==> config.mk <==
export PLATFORM = sky130hd
export DESIGN_NAME = valu_lane
export DESIGN_NICKNAME = d
export VERILOG_FILES = /design/src/hw/valu_pkg.sv /design/src/hw/valu_sequencer.sv /design/src/hw/valu_simd_alu.sv /design/src/hw/valu_result_queue.sv /design/src/hw/valu_lane.sv
export SDC_FILE = /design/constraint.sdc
export NUM_CORES = 2
export LEC_CHECK = 0
export BUFFER_PORTS_ARGS = -buffer_cell sky130_fd_sc_hd__clkbuf_2
export CAP_MARGIN = 5
export CORE_MARGIN = 5
export CORE_UTILIZATION = 27
export DETAILED_ROUTE_END_ITERATION = 8
export GPL_TIMING_DRIVEN = 1
export PLACE_DENSITY = 0.41
export SLEW_MARGIN = 20
export SYNTH_ARGS = -nofsm -noshare
export SYNTH_HDL_FRONTEND = slang
export SYNTH_SLANG_ARGS = --single-unit
==> constraint.sdc <==
create_clock -name clk_i -period 18.8 [get_ports clk_i]
set_input_delay 2.82 -clock clk_i [delete_from_list [all_inputs] [get_ports clk_i]]
set_output_delay 2.82 -clock clk_i [all_outputs]
set_load 0.05 [all_outputs]
==> src/hw/valu_pkg.sv <==
`default_nettype none

package valu_pkg;

  ////////////////////
  // Widths
  ////////////////////

  // Datapath word and its byte enables
  localparam int unsigned ElenWidth = 64;
  localparam int unsigned StrbWidth = ElenWidth / 8;

  // Instruction fields
  localparam int unsigned OpWidth   = 3;
  localparam int unsigned SewWidth  = 2;
  localparam int unsigned VlWidth   = 8;
  localparam int unsigned IdWidth   = 3;
  localparam int unsigned NrVInsn   = 8;
  localparam int unsigned VRegWidth = 5;

  // Word address into the register file
  localparam int unsigned AddrWidth = 8;

  ////////////////////
  // Operation codes
  ////////////////////

  localparam logic [OpWidth-1:0] OpAdd  = 3'd0;
  localparam logic [OpWidth-1:0] OpSub  = 3'd1;
  localparam logic [OpWidth-1:0] OpAnd  = 3'd2;
  localparam logic [OpWidth-1:0] OpOr   = 3'd3;
  localparam logic [OpWidth-1:0] OpXor  = 3'd4;
  localparam logic [OpWidth-1:0] OpMinu = 3'd5;
  localparam logic [OpWidth-1:0] OpMaxu = 3'd6;
  localparam logic [OpWidth-1:0] OpSll  = 3'd7;

  // Element width codes, elements per word is 8 >> code
  localparam logic [SewWidth-1:0] Ew8  = 2'd0;
  localparam logic [SewWidth-1:0] Ew16 = 2'd1;
  localparam logic [SewWidth-1:0] Ew32 = 2'd2;
  localparam logic [SewWidth-1:0] Ew64 = 2'd3;

  // One datapath word seen at each element width
  typedef union packed {
    logic [ElenWidth/8-1:0][7:0]   w8;
    logic [ElenWidth/16-1:0][15:0] w16;
    logic [ElenWidth/32-1:0][31:0] w32;
    logic [ElenWidth-1:0]          w64;
  } elem_word_u;

endpackage

`default_nettype wire

==> src/hw/valu_sequencer.sv <==
`timescale 1ns/1ps
`default_nettype none

module valu_sequencer #(
  parameter int unsigned VInsnQueueDepth = 4,
  parameter int unsigned VregWords       = 8
) (
  input  logic                               clk_i,
  input  logic                               rst_ni,
  // Instruction input
  input  logic                               op_valid_i,
  input  logic [valu_pkg::OpWidth-1:0]       op_i,
  input  logic [valu_pkg::SewWidth-1:0]      sew_i,
  input  logic [valu_pkg::VlWidth-1:0]       vl_i,
  input  logic [valu_pkg::VRegWidth-1:0]     vd_i,
  input  logic [valu_pkg::IdWidth-1:0]       id_i,
  input  logic                               use_scalar_i,
  input  logic [valu_pkg::ElenWidth-1:0]     scalar_i,
  output logic                               op_ready_o,
  // Operand streams
  input  logic                               operand_a_valid_i,
  input  logic                               operand_b_valid_i,
  output logic                               operand_a_ready_o,
  output logic                               operand_b_ready_o,
  // Issue to the SIMD stage
  output logic [valu_pkg::OpWidth-1:0]       issue_op_o,
  output logic [valu_pkg::SewWidth-1:0]      issue_sew_o,
  output logic                               issue_use_scalar_o,
  output logic [valu_pkg::ElenWidth-1:0]     issue_scalar_o,
  output logic                               issue_fire_o,
  // Result queue side
  output logic [valu_pkg::AddrWidth-1:0]     push_addr_o,
  output logic [valu_pkg::IdWidth-1:0]       push_id_o,
  output logic [valu_pkg::StrbWidth-1:0]     push_be_o,
  input  logic                               rq_not_full_i,
  input  logic                               rq_pop_i,
  output logic [valu_pkg::NrVInsn-1:0]       done_o
);

  localparam int unsigned PtrW  = (VInsnQueueDepth > 1) ? $clog2(VInsnQueueDepth) : 1;
  localparam int unsigned CntW  = $clog2(VInsnQueueDepth + 1);
  localparam int unsigned VlW   = valu_pkg::VlWidth;
  localparam int unsigned AddrW = valu_pkg::AddrWidth;

  ////////////////////
  // Instruction queue
  ////////////////////

  logic [valu_pkg::OpWidth-1:0]   insn_op     [VInsnQueueDepth];
  logic [valu_pkg::SewWidth-1:0]  insn_sew    [VInsnQueueDepth];
  logic [VlW-1:0]                 insn_vl     [VInsnQueueDepth];
  logic [valu_pkg::VRegWidth-1:0] insn_vd     [VInsnQueueDepth];
  logic [valu_pkg::IdWidth-1:0]   insn_id     [VInsnQueueDepth];
  logic                           insn_scalar [VInsnQueueDepth];
  logic [valu_pkg::ElenWidth-1:0] insn_sval   [VInsnQueueDepth];

  // One pointer per phase, counts of instructions still to issue and commit
  logic [PtrW-1:0] accept_pnt_q, issue_pnt_q, commit_pnt_q;
  logic [CntW-1:0] issue_cnt_q, commit_cnt_q;
  // Elements already issued and committed for the head instructions
  logic [VlW-1:0]  issue_elems_q, commit_elems_q;

  logic accept;
  logic issue_valid, issue_last;
  logic commit_valid, commit_last;

  // Wrap a queue pointer
  function automatic logic [PtrW-1:0] next_pnt(input logic [PtrW-1:0] pnt);
    if (pnt == PtrW'(VInsnQueueDepth - 1)) begin
      return '0;
    end
    return pnt + 1'b1;
  endfunction

  // Full only when every slot waits for commit
  assign op_ready_o = (commit_cnt_q != CntW'(VInsnQueueDepth));
  assign accept     = op_valid_i && op_ready_o;

  always_ff @(posedge clk_i) begin
    if (accept) begin
      insn_op[accept_pnt_q]     <= op_i;
      insn_sew[accept_pnt_q]    <= sew_i;
      insn_vl[accept_pnt_q]     <= vl_i;
      insn_vd[accept_pnt_q]     <= vd_i;
      insn_id[accept_pnt_q]     <= id_i;
      insn_scalar[accept_pnt_q] <= use_scalar_i;
      insn_sval[accept_pnt_q]   <= scalar_i;
    end
  end

  ////////////////////
  // Issue
  ////////////////////

  logic [VlW-1:0] issue_rem, issue_epw, issue_elems, issue_bytes;

  assign issue_op_o         = insn_op[issue_pnt_q];
  assign issue_sew_o        = insn_sew[issue_pnt_q];
  assign issue_use_scalar_o = insn_scalar[issue_pnt_q];
  assign issue_scalar_o     = insn_sval[issue_pnt_q];
  assign push_id_o          = insn_id[issue_pnt_q];

  assign issue_valid = (issue_cnt_q != '0);
  assign issue_rem   = insn_vl[issue_pnt_q] - issue_elems_q;
  // Elements per word, capped by what is left
  assign issue_epw   = VlW'(8) >> issue_sew_o;
  assign issue_elems = (issue_epw < issue_rem) ? issue_epw : issue_rem;
  assign issue_bytes = issue_elems << issue_sew_o;

  // Issue needs B, A unless scalar, and room in the result queue
  assign issue_fire_o = issue_valid && rq_not_full_i && operand_b_valid_i &&
                        (operand_a_valid_i || issue_use_scalar_o);
  assign issue_last   = issue_fire_o && (issue_elems == issue_rem);

  assign operand_a_ready_o = issue_fire_o && !issue_use_scalar_o;
  assign operand_b_ready_o = issue_fire_o;

  // Low bytes cover the active elements
  always_comb begin
    for (int b = 0; b < valu_pkg::StrbWidth; b++) begin
      push_be_o[b] = (b < int'(issue_bytes));
    end
  end

  // Register base plus word index within the register
  assign push_addr_o = AddrW'(insn_vd[issue_pnt_q]) * AddrW'(VregWords) +
                       AddrW'(issue_elems_q >> (2'd3 - issue_sew_o));

  ////////////////////
  // Commit
  ////////////////////

  logic [VlW-1:0] commit_rem, commit_epw;

  assign commit_valid = (commit_cnt_q != '0);
  assign commit_rem   = insn_vl[commit_pnt_q] - commit_elems_q;
  assign commit_epw   = VlW'(8) >> insn_sew[commit_pnt_q];
  // Remainder drops to zero on this pop
  assign commit_last  = rq_pop_i && commit_valid && (commit_rem <= commit_epw);

  always_comb begin
    done_o = '0;
    if (commit_last) begin
      done_o[insn_id[commit_pnt_q]] = 1'b1;
    end
  end

  always_ff @(posedge clk_i or negedge rst_ni) begin
    if (!rst_ni) begin
      accept_pnt_q   <= '0;
      issue_pnt_q    <= '0;
      commit_pnt_q   <= '0;
      issue_cnt_q    <= '0;
      commit_cnt_q   <= '0;
      issue_elems_q  <= '0;
      commit_elems_q <= '0;
    end else begin
      if (accept) begin
        accept_pnt_q <= next_pnt(accept_pnt_q);
      end
      if (issue_fire_o) begin
        issue_elems_q <= issue_last ? '0 : issue_elems_q + issue_elems;
      end
      if (issue_last) begin
        issue_pnt_q <= next_pnt(issue_pnt_q);
      end
      if (rq_pop_i && commit_valid) begin
        commit_elems_q <= commit_last ? '0 : commit_elems_q + commit_epw;
      end
      if (commit_last) begin
        commit_pnt_q <= next_pnt(commit_pnt_q);
      end
      issue_cnt_q  <= issue_cnt_q + CntW'(accept) - CntW'(issue_last);
      commit_cnt_q <= commit_cnt_q + CntW'(accept) - CntW'(commit_last);
    end
  end

endmodule

`default_nettype wire

==> src/hw/valu_simd_alu.sv <==
`timescale 1ns/1ps
`default_nettype none

module valu_simd_alu (
  input  logic [valu_pkg::OpWidth-1:0]   op_i,
  input  logic [valu_pkg::SewWidth-1:0]  sew_i,
  input  logic                           use_scalar_i,
  input  logic [valu_pkg::ElenWidth-1:0] scalar_i,
  input  logic [valu_pkg::ElenWidth-1:0] operand_a_i,
  input  logic [valu_pkg::ElenWidth-1:0] operand_b_i,
  output logic [valu_pkg::ElenWidth-1:0] result_o
);

  localparam int unsigned W = valu_pkg::ElenWidth;

  valu_pkg::elem_word_u scalar_rep, opa, opb, res;

  ////////////////////
  // Operand select
  ////////////////////

  // Low scalar element copied into every lane of the word
  always_comb begin
    scalar_rep = '0;
    case (sew_i)
      valu_pkg::Ew8:  scalar_rep.w8  = {8{scalar_i[7:0]}};
      valu_pkg::Ew16: scalar_rep.w16 = {4{scalar_i[15:0]}};
      valu_pkg::Ew32: scalar_rep.w32 = {2{scalar_i[31:0]}};
      default:        scalar_rep.w64 = scalar_i;
    endcase
  end

  always_comb begin
    if (use_scalar_i) begin
      opa = scalar_rep;
    end else begin
      opa = operand_a_i;
    end
  end

  assign opb = operand_b_i;

  ////////////////////
  // Element operation
  ////////////////////

  // Operands arrive zero-extended, the caller truncates
  // B is the left operand, shift amount masked to the element width
  function automatic logic [W-1:0] elem_op(input logic [valu_pkg::OpWidth-1:0] op,
                                           input logic [W-1:0] a,
                                           input logic [W-1:0] b,
                                           input logic [5:0] sh_mask);
    logic [W-1:0] r;
    case (op)
      valu_pkg::OpAdd:  r = b + a;
      valu_pkg::OpSub:  r = b - a;
      valu_pkg::OpAnd:  r = b & a;
      valu_pkg::OpOr:   r = b | a;
      valu_pkg::OpXor:  r = b ^ a;
      valu_pkg::OpMinu: r = (b < a) ? b : a;
      valu_pkg::OpMaxu: r = (b > a) ? b : a;
      default:          r = b << (a[5:0] & sh_mask);
    endcase
    return r;
  endfunction

  // Same operation on every element of the chosen width
  always_comb begin
    res = '0;
    case (sew_i)
      valu_pkg::Ew8: begin
        for (int i = 0; i < W / 8; i++) begin
          res.w8[i] = 8'(elem_op(op_i, W'(opa.w8[i]), W'(opb.w8[i]), 6'd7));
        end
      end
      valu_pkg::Ew16: begin
        for (int i = 0; i < W / 16; i++) begin
          res.w16[i] = 16'(elem_op(op_i, W'(opa.w16[i]), W'(opb.w16[i]), 6'd15));
        end
      end
      valu_pkg::Ew32: begin
        for (int i = 0; i < W / 32; i++) begin
          res.w32[i] = 32'(elem_op(op_i, W'(opa.w32[i]), W'(opb.w32[i]), 6'd31));
        end
      end
      default: res.w64 = elem_op(op_i, opa.w64, opb.w64, 6'd63);
    endcase
  end

  assign result_o = res;

endmodule

`default_nettype wire

==> src/hw/valu_result_queue.sv <==
`timescale 1ns/1ps
`default_nettype none

module valu_result_queue #(
  parameter int unsigned ResultQueueDepth = 2
) (
  input  logic                           clk_i,
  input  logic                           rst_ni,
  // Push side from the issue stage
  input  logic                           push_i,
  input  logic [valu_pkg::ElenWidth-1:0] push_data_i,
  input  logic [valu_pkg::AddrWidth-1:0] push_addr_i,
  input  logic [valu_pkg::IdWidth-1:0]   push_id_i,
  input  logic [valu_pkg::StrbWidth-1:0] push_be_i,
  output logic                           not_full_o,
  output logic                           pop_o,
  // Register file write port
  output logic                           wr_req_o,
  output logic [valu_pkg::AddrWidth-1:0] wr_addr_o,
  output logic [valu_pkg::IdWidth-1:0]   wr_id_o,
  output logic [valu_pkg::ElenWidth-1:0] wr_data_o,
  output logic [valu_pkg::StrbWidth-1:0] wr_be_o,
  input  logic                           wr_gnt_i
);

  localparam int unsigned PtrW = (ResultQueueDepth > 1) ? $clog2(ResultQueueDepth) : 1;
  localparam int unsigned CntW = $clog2(ResultQueueDepth + 1);

  // Entry payload
  logic [valu_pkg::ElenWidth-1:0] q_data [ResultQueueDepth];
  logic [valu_pkg::AddrWidth-1:0] q_addr [ResultQueueDepth];
  logic [valu_pkg::IdWidth-1:0]   q_id   [ResultQueueDepth];
  logic [valu_pkg::StrbWidth-1:0] q_be   [ResultQueueDepth];

  logic [PtrW-1:0] rd_pnt_q, wr_pnt_q;
  logic [CntW-1:0] cnt_q;
  logic            push_en;

  function automatic logic [PtrW-1:0] next_pnt(input logic [PtrW-1:0] pnt);
    if (pnt == PtrW'(ResultQueueDepth - 1)) begin
      return '0;
    end
    return pnt + 1'b1;
  endfunction

  assign not_full_o = (cnt_q != CntW'(ResultQueueDepth));
  assign push_en    = push_i && not_full_o;

  ////////////////////
  // Write port
  ////////////////////

  // Head entry drives the port and holds until granted
  assign wr_req_o  = (cnt_q != '0);
  assign wr_addr_o = q_addr[rd_pnt_q];
  assign wr_id_o   = q_id[rd_pnt_q];
  assign wr_data_o = q_data[rd_pnt_q];
  assign wr_be_o   = q_be[rd_pnt_q];
  assign pop_o     = wr_req_o && wr_gnt_i;

  always_ff @(posedge clk_i) begin
    if (push_en) begin
      q_data[wr_pnt_q] <= push_data_i;
      q_addr[wr_pnt_q] <= push_addr_i;
      q_id[wr_pnt_q]   <= push_id_i;
      q_be[wr_pnt_q]   <= push_be_i;
    end
  end

  always_ff @(posedge clk_i or negedge rst_ni) begin
    if (!rst_ni) begin
      rd_pnt_q <= '0;
      wr_pnt_q <= '0;
      cnt_q    <= '0;
    end else begin
      if (push_en) begin
        wr_pnt_q <= next_pnt(wr_pnt_q);
      end
      if (pop_o) begin
        rd_pnt_q <= next_pnt(rd_pnt_q);
      end
      // Push and pop together keep the count
      cnt_q <= cnt_q + CntW'(push_en) - CntW'(pop_o);
    end
  end

endmodule

`default_nettype wire

==> src/hw/valu_lane.sv <==
`timescale 1ns/1ps
`default_nettype none

module valu_lane #(
  parameter int unsigned VInsnQueueDepth  = 4,
  parameter int unsigned ResultQueueDepth = 2,
  parameter int unsigned VregWords        = 8
) (
  input  logic                           clk_i,
  input  logic                           rst_ni,
  // Instruction input
  input  logic                           op_valid_i,
  output logic                           op_ready_o,
  input  logic [valu_pkg::OpWidth-1:0]   op_i,
  input  logic [valu_pkg::SewWidth-1:0]  sew_i,
  input  logic [valu_pkg::VlWidth-1:0]   vl_i,
  input  logic [valu_pkg::VRegWidth-1:0] vd_i,
  input  logic [valu_pkg::IdWidth-1:0]   id_i,
  input  logic                           use_scalar_i,
  input  logic [valu_pkg::ElenWidth-1:0] scalar_i,
  // Operand streams
  input  logic [valu_pkg::ElenWidth-1:0] operand_a_i,
  input  logic                           operand_a_valid_i,
  output logic                           operand_a_ready_o,
  input  logic [valu_pkg::ElenWidth-1:0] operand_b_i,
  input  logic                           operand_b_valid_i,
  output logic                           operand_b_ready_o,
  // Register file write port
  output logic                           wr_req_o,
  output logic [valu_pkg::AddrWidth-1:0] wr_addr_o,
  output logic [valu_pkg::IdWidth-1:0]   wr_id_o,
  output logic [valu_pkg::ElenWidth-1:0] wr_data_o,
  output logic [valu_pkg::StrbWidth-1:0] wr_be_o,
  input  logic                           wr_gnt_i,
  // Instruction completion
  output logic [valu_pkg::NrVInsn-1:0]   done_o
);

  // Issue controls toward the datapath
  logic [valu_pkg::OpWidth-1:0]   issue_op;
  logic [valu_pkg::SewWidth-1:0]  issue_sew;
  logic                           issue_use_scalar;
  logic [valu_pkg::ElenWidth-1:0] issue_scalar;
  logic                           issue_fire;

  // Word tags and result queue status
  logic [valu_pkg::AddrWidth-1:0] push_addr;
  logic [valu_pkg::IdWidth-1:0]   push_id;
  logic [valu_pkg::StrbWidth-1:0] push_be;
  logic                           rq_not_full;
  logic                           rq_pop;
  logic [valu_pkg::ElenWidth-1:0] alu_result;

  ////////////////////
  // Stage 1
  ////////////////////

  valu_sequencer #(
    .VInsnQueueDepth (VInsnQueueDepth),
    .VregWords       (VregWords)
  ) i_sequencer (
    .clk_i              (clk_i),
    .rst_ni             (rst_ni),
    .op_valid_i         (op_valid_i),
    .op_i               (op_i),
    .sew_i              (sew_i),
    .vl_i               (vl_i),
    .vd_i               (vd_i),
    .id_i               (id_i),
    .use_scalar_i       (use_scalar_i),
    .scalar_i           (scalar_i),
    .op_ready_o         (op_ready_o),
    .operand_a_valid_i  (operand_a_valid_i),
    .operand_b_valid_i  (operand_b_valid_i),
    .operand_a_ready_o  (operand_a_ready_o),
    .operand_b_ready_o  (operand_b_ready_o),
    .issue_op_o         (issue_op),
    .issue_sew_o        (issue_sew),
    .issue_use_scalar_o (issue_use_scalar),
    .issue_scalar_o     (issue_scalar),
    .issue_fire_o       (issue_fire),
    .push_addr_o        (push_addr),
    .push_id_o          (push_id),
    .push_be_o          (push_be),
    .rq_not_full_i      (rq_not_full),
    .rq_pop_i           (rq_pop),
    .done_o             (done_o)
  );

  ////////////////////
  // Stage 2
  ////////////////////

  valu_simd_alu i_simd_alu (
    .op_i         (issue_op),
    .sew_i        (issue_sew),
    .use_scalar_i (issue_use_scalar),
    .scalar_i     (issue_scalar),
    .operand_a_i  (operand_a_i),
    .operand_b_i  (operand_b_i),
    .result_o     (alu_result)
  );

  ////////////////////
  // Stage 3
  ////////////////////

  // Fire doubles as the push strobe
  valu_result_queue #(
    .ResultQueueDepth (ResultQueueDepth)
  ) i_result_queue (
    .clk_i       (clk_i),
    .rst_ni      (rst_ni),
    .push_i      (issue_fire),
    .push_data_i (alu_result),
    .push_addr_i (push_addr),
    .push_id_i   (push_id),
    .push_be_i   (push_be),
    .not_full_o  (rq_not_full),
    .pop_o       (rq_pop),
    .wr_req_o    (wr_req_o),
    .wr_addr_o   (wr_addr_o),
    .wr_id_o     (wr_id_o),
    .wr_data_o   (wr_data_o),
    .wr_be_o     (wr_be_o),
    .wr_gnt_i    (wr_gnt_i)
  );

endmodule

`default_nettype wire

* After elaboration in Yosys (flattened, before gate mapping)
Memory sizes are Yosys's and may differ from the RTL's.
Cells that the tools add are included.
** Storage, ports and cells
- Bits of input ports :: 220
- Memories :: 11
- Register bits :: 32
- Memory bits (writable) :: 510
- Output and inout port bits :: 95
- Word-level logic and storage cells :: 284
** Operators by class
- Shift operators :: 19
- Muxes and demuxes :: 78
- Equality and inequality tests :: 14
- Bitwise logic cells :: 45
- Reduce and logical (&&, ||, !) cells :: 18
- Add/subtract/negate cells :: 47
- Order comparisons :: 42
** Memory list
- i_sequencer.insn_sval :: depth 4, bits a word 64, read ports 1, clocked after memory_dff 0, write ports 1, RTL line valu_sequencer.sv:55 : logic [valu_pkg::ElenWidth-1:0] insn_sval [VInsnQueueDepth];
- i_result_queue.q_data :: depth 2, bits a word 64, read ports 1, clocked after memory_dff 0, write ports 1, RTL line valu_result_queue.sv:30 : logic [valu_pkg::ElenWidth-1:0] q_data [ResultQueueDepth];
- i_sequencer.insn_vl :: depth 4, bits a word 8, read ports 2, clocked after memory_dff 0, write ports 1, RTL line valu_sequencer.sv:51 : logic [VlW-1:0] insn_vl [VInsnQueueDepth];
- i_sequencer.insn_vd :: depth 4, bits a word 5, read ports 1, clocked after memory_dff 0, write ports 1, RTL line valu_sequencer.sv:52 : logic [valu_pkg::VRegWidth-1:0] insn_vd [VInsnQueueDepth];
- i_result_queue.q_addr :: depth 2, bits a word 8, read ports 1, clocked after memory_dff 0, write ports 1, RTL line valu_result_queue.sv:31 : logic [valu_pkg::AddrWidth-1:0] q_addr [ResultQueueDepth];
- i_result_queue.q_be :: depth 2, bits a word 8, read ports 1, clocked after memory_dff 0, write ports 1, RTL line valu_result_queue.sv:33 : logic [valu_pkg::StrbWidth-1:0] q_be [ResultQueueDepth];
- +5 memories
** Operators by type and width (count)
- $pmux 16 s7 :: 4
- $pmux 32 s7 :: 2
- $pmux 64 s7 :: 1
- $pmux 8 s7 :: 8
- $pmux 64 s3 :: 2
- $mux 64 :: 3
- $mux 8 :: 20
- $mux 16 :: 8
- $mux 32 :: 4
- $add 8x8->8 :: 11
- $sub 8x8->8 :: 10
- $lt 8x8->1 :: 9
- $add 16x16->16 :: 4
- $add 32x32->32 :: 2
- $add 64x64->64 :: 1
- $and 16x16->16 :: 4
- $and 32x32->32 :: 2
- $and 64x64->64 :: 1
- $and 8x8->8 :: 8
- $gt 16x16->1 :: 4
- $gt 32x32->1 :: 2
- $gt 64x64->1 :: 1
- $gt 8x8->1 :: 8
- $lt 16x16->1 :: 4
- other kinds (51) :: 140

* Longest topological paths before layout
An unclocked memory read counts as a cell.
- Depth after elaboration :: 8
- Depth in mapped cells :: 32
- Depth with buffers taken out :: 24

* Modules after synthesis
A second synthesis with hierarchy kept.
** Second synthesis, totals
- Cell total of the unflattened synthesis :: 6264
- Area total of the unflattened synthesis :: 54767.5 um2
** By module, submodules not included
- valu_simd_alu :: sequential area each 0.0 um2, instances 1, area each 32449.9 um2, cells an instance 5133
- valu_sequencer :: sequential area each 11030.6 um2, instances 1, area each 15866.5 um2, cells an instance 851
- valu_result_queue :: sequential area each 5084.9 um2, instances 1, area each 6451.2 um2, cells an instance 280

* Worst setup path after synthesis
OpenSTA, ideal clock, no wires.
- Path type :: register to output
- From :: register i_sequencer.commit_pnt_q[0]
- To :: output done_o[1] (netlist name)
- Stages on the path, launching flop included :: 19
- Buffers on the path :: 3
- Arrival :: 5.153 ns
- Slack :: 10.827 ns
- Path through :: dfrtp_1 clkbuf_1 buf_1 mux4_2 inv_1 ha_1 inv_1 fa_1 ha_1 nor2b_1 o21ai_0 nand2b_1 a21oi_1 a41oi_1 nor4_1 and3_1 buf_1 nand2_1 nor3_1
** On the way
- Elaborated cells on any way between the ends :: 13
** RTL lines
- start, declared :: RTL line valu_sequencer.sv:58 : logic [PtrW-1:0] accept_pnt_q, issue_pnt_q, commit_pnt_q;
- start signal, assigned :: RTL line valu_sequencer.sv:171 : commit_pnt_q <= next_pnt(commit_pnt_q);
- $mem_v2 4x8 / $mem_v2 4x2 (equally long branches)
- $sub 8x8->8 / $shr 4x2->8 (equally long branches) :: RTL line valu_sequencer.sv:136, valu_sequencer.sv:137
- $le 8x8->1 * :: RTL line valu_sequencer.sv:139 : assign commit_last = rq_pop_i && commit_valid && (commit_rem <= commit_epw);
- $logic_and 1x1->1 * :: RTL line valu_sequencer.sv:139
- named net i_sequencer.commit_last :: RTL line valu_sequencer.sv:65 : logic commit_valid, commit_last;
- $mux 8 * :: RTL line valu_sequencer.sv:143 : if (commit_last) begin
- end, declared :: RTL line valu_lane.sv:36 : output logic [valu_pkg::NrVInsn-1:0] done_o
Mark *: on every way through the listed nets, which the timed path passes. The rest lies on a longest branch.

* Final worst setup path
- From :: register i_sequencer.issue_pnt_q[1]
- To :: memory i_result_queue.q_data[0][27] (netlist name) (data pin)
** On the way
- Cells in the longest elaborated chain, start to end :: 8
- Elaborated cells on any way between the ends :: 61
** Ends and longest elaborated chain
- start, declared :: RTL line valu_sequencer.sv:58
- start signal, assigned :: RTL line valu_sequencer.sv:165 : issue_pnt_q <= next_pnt(issue_pnt_q);
- $mem_v2 4x2
- $eq 2x2->1, or another cell as far along :: RTL line valu_simd_alu.sv:25, valu_simd_alu.sv:70
- $pmux 64 s3 :: RTL line valu_simd_alu.sv:25 : case (sew_i)
- $mux 64 :: RTL line valu_simd_alu.sv:34 : if (use_scalar_i) begin
- $gt 64x64->1, or another cell as far along :: RTL line valu_simd_alu.sv:61 : valu_pkg::OpMaxu: r = (b > a) ? b : a;
- $mux 64, or another cell as far along :: RTL line valu_simd_alu.sv:61
- $pmux 64 s7, or another cell as far along :: RTL line valu_simd_alu.sv:54 : case (op)
- $pmux 64 s3 * :: RTL line valu_simd_alu.sv:70 : case (sew_i)
- named net alu_result, one bit :: RTL line valu_lane.sv:52 : logic [valu_pkg::ElenWidth-1:0] alu_result;
- end, declared :: RTL line valu_result_queue.sv:30
Marks and branches as above.

==> flow_metrics.env <==
export IMPL_status="complete, no violations"
export IMPL_drt_total_wl_mm=392
export IMPL_cts_made_buffers=67
export IMPL_end_kind="register"
export IMPL_final_cell_mix="756 x nand2_1, 702 x a21oi_1, 590 x nor2_1"
export IMPL_slowest_stage="dfrtp_4"
export IMPL_antenna_found_initial=42
export IMPL_synth_top_area_share_pct=27.7
export IMPL_synthDistinctLibCells=106
export IMPL_crit_top_cell="buf_4"
export IMPL_fin_cells=9541
export IMPL_synth_edf_count=510
export IMPL_rows=166
export IMPL_critPathMaxStageDelay_ns=0.80
export IMPL_start_util_pct=27.1
export IMPL_wl_per_cell_microns=41.1
export IMPL_die_w_microns=463
export IMPL_worstPathMaxFanout=47
export IMPL_grt_pass1_wl_mm=522
export IMPL_drv_cap=0
export IMPL_cts_tree="yes"
export IMPL_hp_class="register to register"
export IMPL_hold_viol=0
export IMPL_fmax_mhz=95.7
export IMPL_ff2ff_setup_slack_ns=8.35
export IMPL_vias_per_cell=6.40
export IMPL_p_sw_share_pct=60.5
export IMPL_crit_family="buffers and inverters"
export IMPL_clkPwrFrac_pct=10.2
export IMPL_die_area_sq_um=214000
export IMPL_relSlewSlack_pct=11.6
export IMPL_grtUsageTotal_pct=34.8
export IMPL_power_frac_comb_pct=75.2
export IMPL_power_w=0.0125
export IMPL_cts_hold_repair_buffers=0
export IMPL_postCtsSetupBuffers=0
export IMPL_design_portCount=315
export IMPL_grt_pass1_vias=57600
export IMPL_synthArstFlopShare_pct=5.90
export IMPL_slew_viol_final=0
export IMPL_gp_congestion=1.02
export IMPL_num_vias=61100
export IMPL_numClockSinks=542
export IMPL_fin_crit_ns=10.45
export IMPL_firstDrtPassIters=7
export IMPL_setup_tns_ns=0
export IMPL_cts_reportedPaths_clkPinSlew_ns=0.06
export IMPL_syn_inst=6672
export IMPL_worst_pin_slew_ns=1.31
export IMPL_p_switching_w=0.00759
export IMPL_yosys_area_top_type="edfxtp_1"
export IMPL_synth_area_leaders="edfxtp_1 28%, a21oi_1 6.4%, ha_1 5.7%"
export IMPL_leakagePower_nw=22.9
export IMPL_rsz0062_at_grt="false"
export IMPL_finalSetupViolations=0
export IMPL_drtIter0Drc=8419
export IMPL_ctsRootBufferMaster="clkbuf_16"
export IMPL_final_common_cell="nand2_1"
export IMPL_worstSetupPathType="register to register"
export IMPL_internal_power_w=0.00495
export IMPL_dpl_hpwl_mm=303
export IMPL_syn_area_sq_um=55400
export IMPL_crit_chain="mux2i_1, mux2_4, nand2_2, buf_4, inv_2, buf_4, mux2i_1, a21oi_2, buf_4, inv_1, ha_1, nor2_1, nand3b_1, a31oi_1, nor3_2, nor2_1, o311ai_4, buf_4, a21o_2, buf_4, nand2_1, o21ai_0, a221oi_1, a32oi_1"
export IMPL_fp_dieH_microns=463
export IMPL_skew_ns=0.0456
export IMPL_htreeDepth=3
export IMPL_whs_ns=0.506
export IMPL_fin_nets=7282
export IMPL_finalCritPeriodShare_pct=55.6
export IMPL_ir_drop_mv=0.0785
export IMPL_crit_buf_inv=7
export IMPL_clk_latency_ns=0.71
export IMPL_portBuffers=314
export IMPL_ys_ff_latch=542
export IMPL_cp_data_required_time_ns=19.18
export IMPL_area_growth_pct=13.4
export IMPL_grt_max_degree=84
export IMPL_clock_path_buffers=3
export IMPL_synth_ff_type="edfxtp_1"
export IMPL_power_density_nw_per_um2=200
export IMPL_cts_resized=0
export IMPL_grt_ovfl_total=0
export IMPL_p_seq_share_pct=14.6
export IMPL_ys_warn_count=0
export IMPL_syn_avg_cell_area_sq_um=8.30
export IMPL_drive_above_1_share_pct=15.4
export IMPL_ys_seq_area_share_pct=29.1
export IMPL_route_detailed_drc=0
export IMPL_startpoint_type="register"
export IMPL_critPathArrivalTime_ns=10.83
export IMPL_ant_nets=0
export IMPL_dpl_cell_count=9404
export IMPL_core_area_sq_um=204000
==> registers in the layout, summed over array words and instances (netlist names), 12 cells and up <==
| register | count |
|---|---|
| i_result_queue.q_data | 128 |
| i_result_queue.q_be | 16 |
| i_result_queue.q_addr | 16 |
| i_sequencer.insn_id | 12 |
| i_sequencer.insn_vd | 20 |
| i_sequencer.insn_op | 12 |
| i_sequencer.insn_sval | 256 |
| i_sequencer.insn_vl | 32 |
==> power groups by stage <==
| stage | clock, W | sequential, W | combinational [W] |
|---|---|---|---|
| finish | 0.00128 | 0.00183 | 0.00943 |
| global route | 0.00136 | 0.00186 | 0.00965 |
| CTS | 0.00132 | 0.00184 | 0.00913 |
| detailed placement | 0 | 0.00186 | 0.00909 |
| global placement | 0 | 0.00185 | 0.00916 |
| floorplan | 0 | 0.00182 | 0.00517 |
==> metal layers <==
| metal | GRT usage, % | routed length, microns | up-vias |
|---|---|---|---|
| met3 | 6.84 | 32400 | 1011 |
| met1 | 43.8 | 155000 | 30600 |
| met5 | 0 | 140 | - |
| met2 | 53.6 | 170000 | 3994 |
| met4 | 24.5 | 34400 | 22 |
| li1 | - | - | 25500 |
==> final cells by class <==
type / instances / area, sq um
fillers: 22000 / 142000
multi-input cells: 5311 / 36300
flip-flops and latches: 542 / 16100
repair buffers: 596 / 3750
well taps: 2688 / 3360
clock buffers: 86 / 1770
inverters: 267 / 1000
clock inverters: 30 / 388
diodes: 21 / 52.6
==> worst register-to-register path: cells and delay by family (launching register included) <==
family                   cells  cell delay [ns]
adder cells (fa/ha/maj)      1             0.80
multiplexers                 3             1.17
buffers and inverters        7             2.95
AND/OR/NAND/NOR              6             1.76
AO/OA/AOI/OAI                7             2.66
flip-flops                   1             0.80
==> kinds of logic (layout without fill, tap and decap cells) <==
kind of cell | Yosys count | in the layout | share of synthesized area (%)
AOI/OAI and AO/OA | 2466 | 2466 | 28.9
and+or+nand+nor | 1884 | 1884 | 14.8
buffers and inverters | 821 | 979 | 6.03
DFF | 542 | 542 | 29.1
muxes | 494 | 494 | 11.6
adders and majority gates | 277 | 277 | 6.57
xor gates and xnor gates | 187 | 187 | 2.96
other | 1 | 24 | 0.00677
==> Yosys cell counts (26+ instances only) <==
library cell,count
nor2b_1,46
o211ai_1,140
and3_1,45
dfrtp_1,32
a211oi_1,138
nor4_1,34
buf_2,116
a221oi_1,109
inv_1,245
mux2_2,115
mux2i_1,268
a31oi_1,100
o21ai_0,468
xnor2_1,171
o2111ai_1,35
o22ai_1,107
a21oi_1,709
nor2_1,599
nand3_1,120
a221o_1,26
mux4_2,102
o21bai_1,45
a2111oi_0,29
nand4_1,37
nand2b_1,35
ha_1,254
clkbuf_1,351
nand2_1,767
o221ai_1,51
a21o_1,58
nor3_1,105
buf_1,71
a22oi_1,105
o31ai_1,67
edfxtp_1,510
==> through the flow <==
step	instance area, sq um	utilization, %	setup slack (ns)
after floorplan	55400	-	10.83
after global routing	62700	30.7	8.36
after detailed placement	60600	29.6	8.58
final	62800	30.7	8.35
after global placement	60500	29.6	8.34
after CTS	62700	30.7	8.60
==> final timing paths <==
kind	from	cells past startpoint	end
setup / recovery	i_sequencer.issue_pnt_q[1]$_DFFE_PN0P_	24	i_result_queue.q_data[0][27]$_DFFE_PP_
hold reg to reg	i_result_queue.cnt_q[1]$_DFF_PN0_	1	i_result_queue.cnt_q[1]$_DFF_PN0_
hold / removal	i_result_queue.cnt_q[1]$_DFF_PN0_	1	i_result_queue.cnt_q[1]$_DFF_PN0_
min in group asynchronous	rst_ni	1	i_sequencer.commit_cnt_q[1]$_DFF_PN0_
max in group asynchronous	rst_ni	1	i_sequencer.issue_pnt_q[0]$_DFFE_PN0P_
setup reg to reg	i_sequencer.issue_pnt_q[1]$_DFFE_PN0P_	24	i_result_queue.q_data[0][27]$_DFFE_PP_
(Power assumes the default switching activity.)
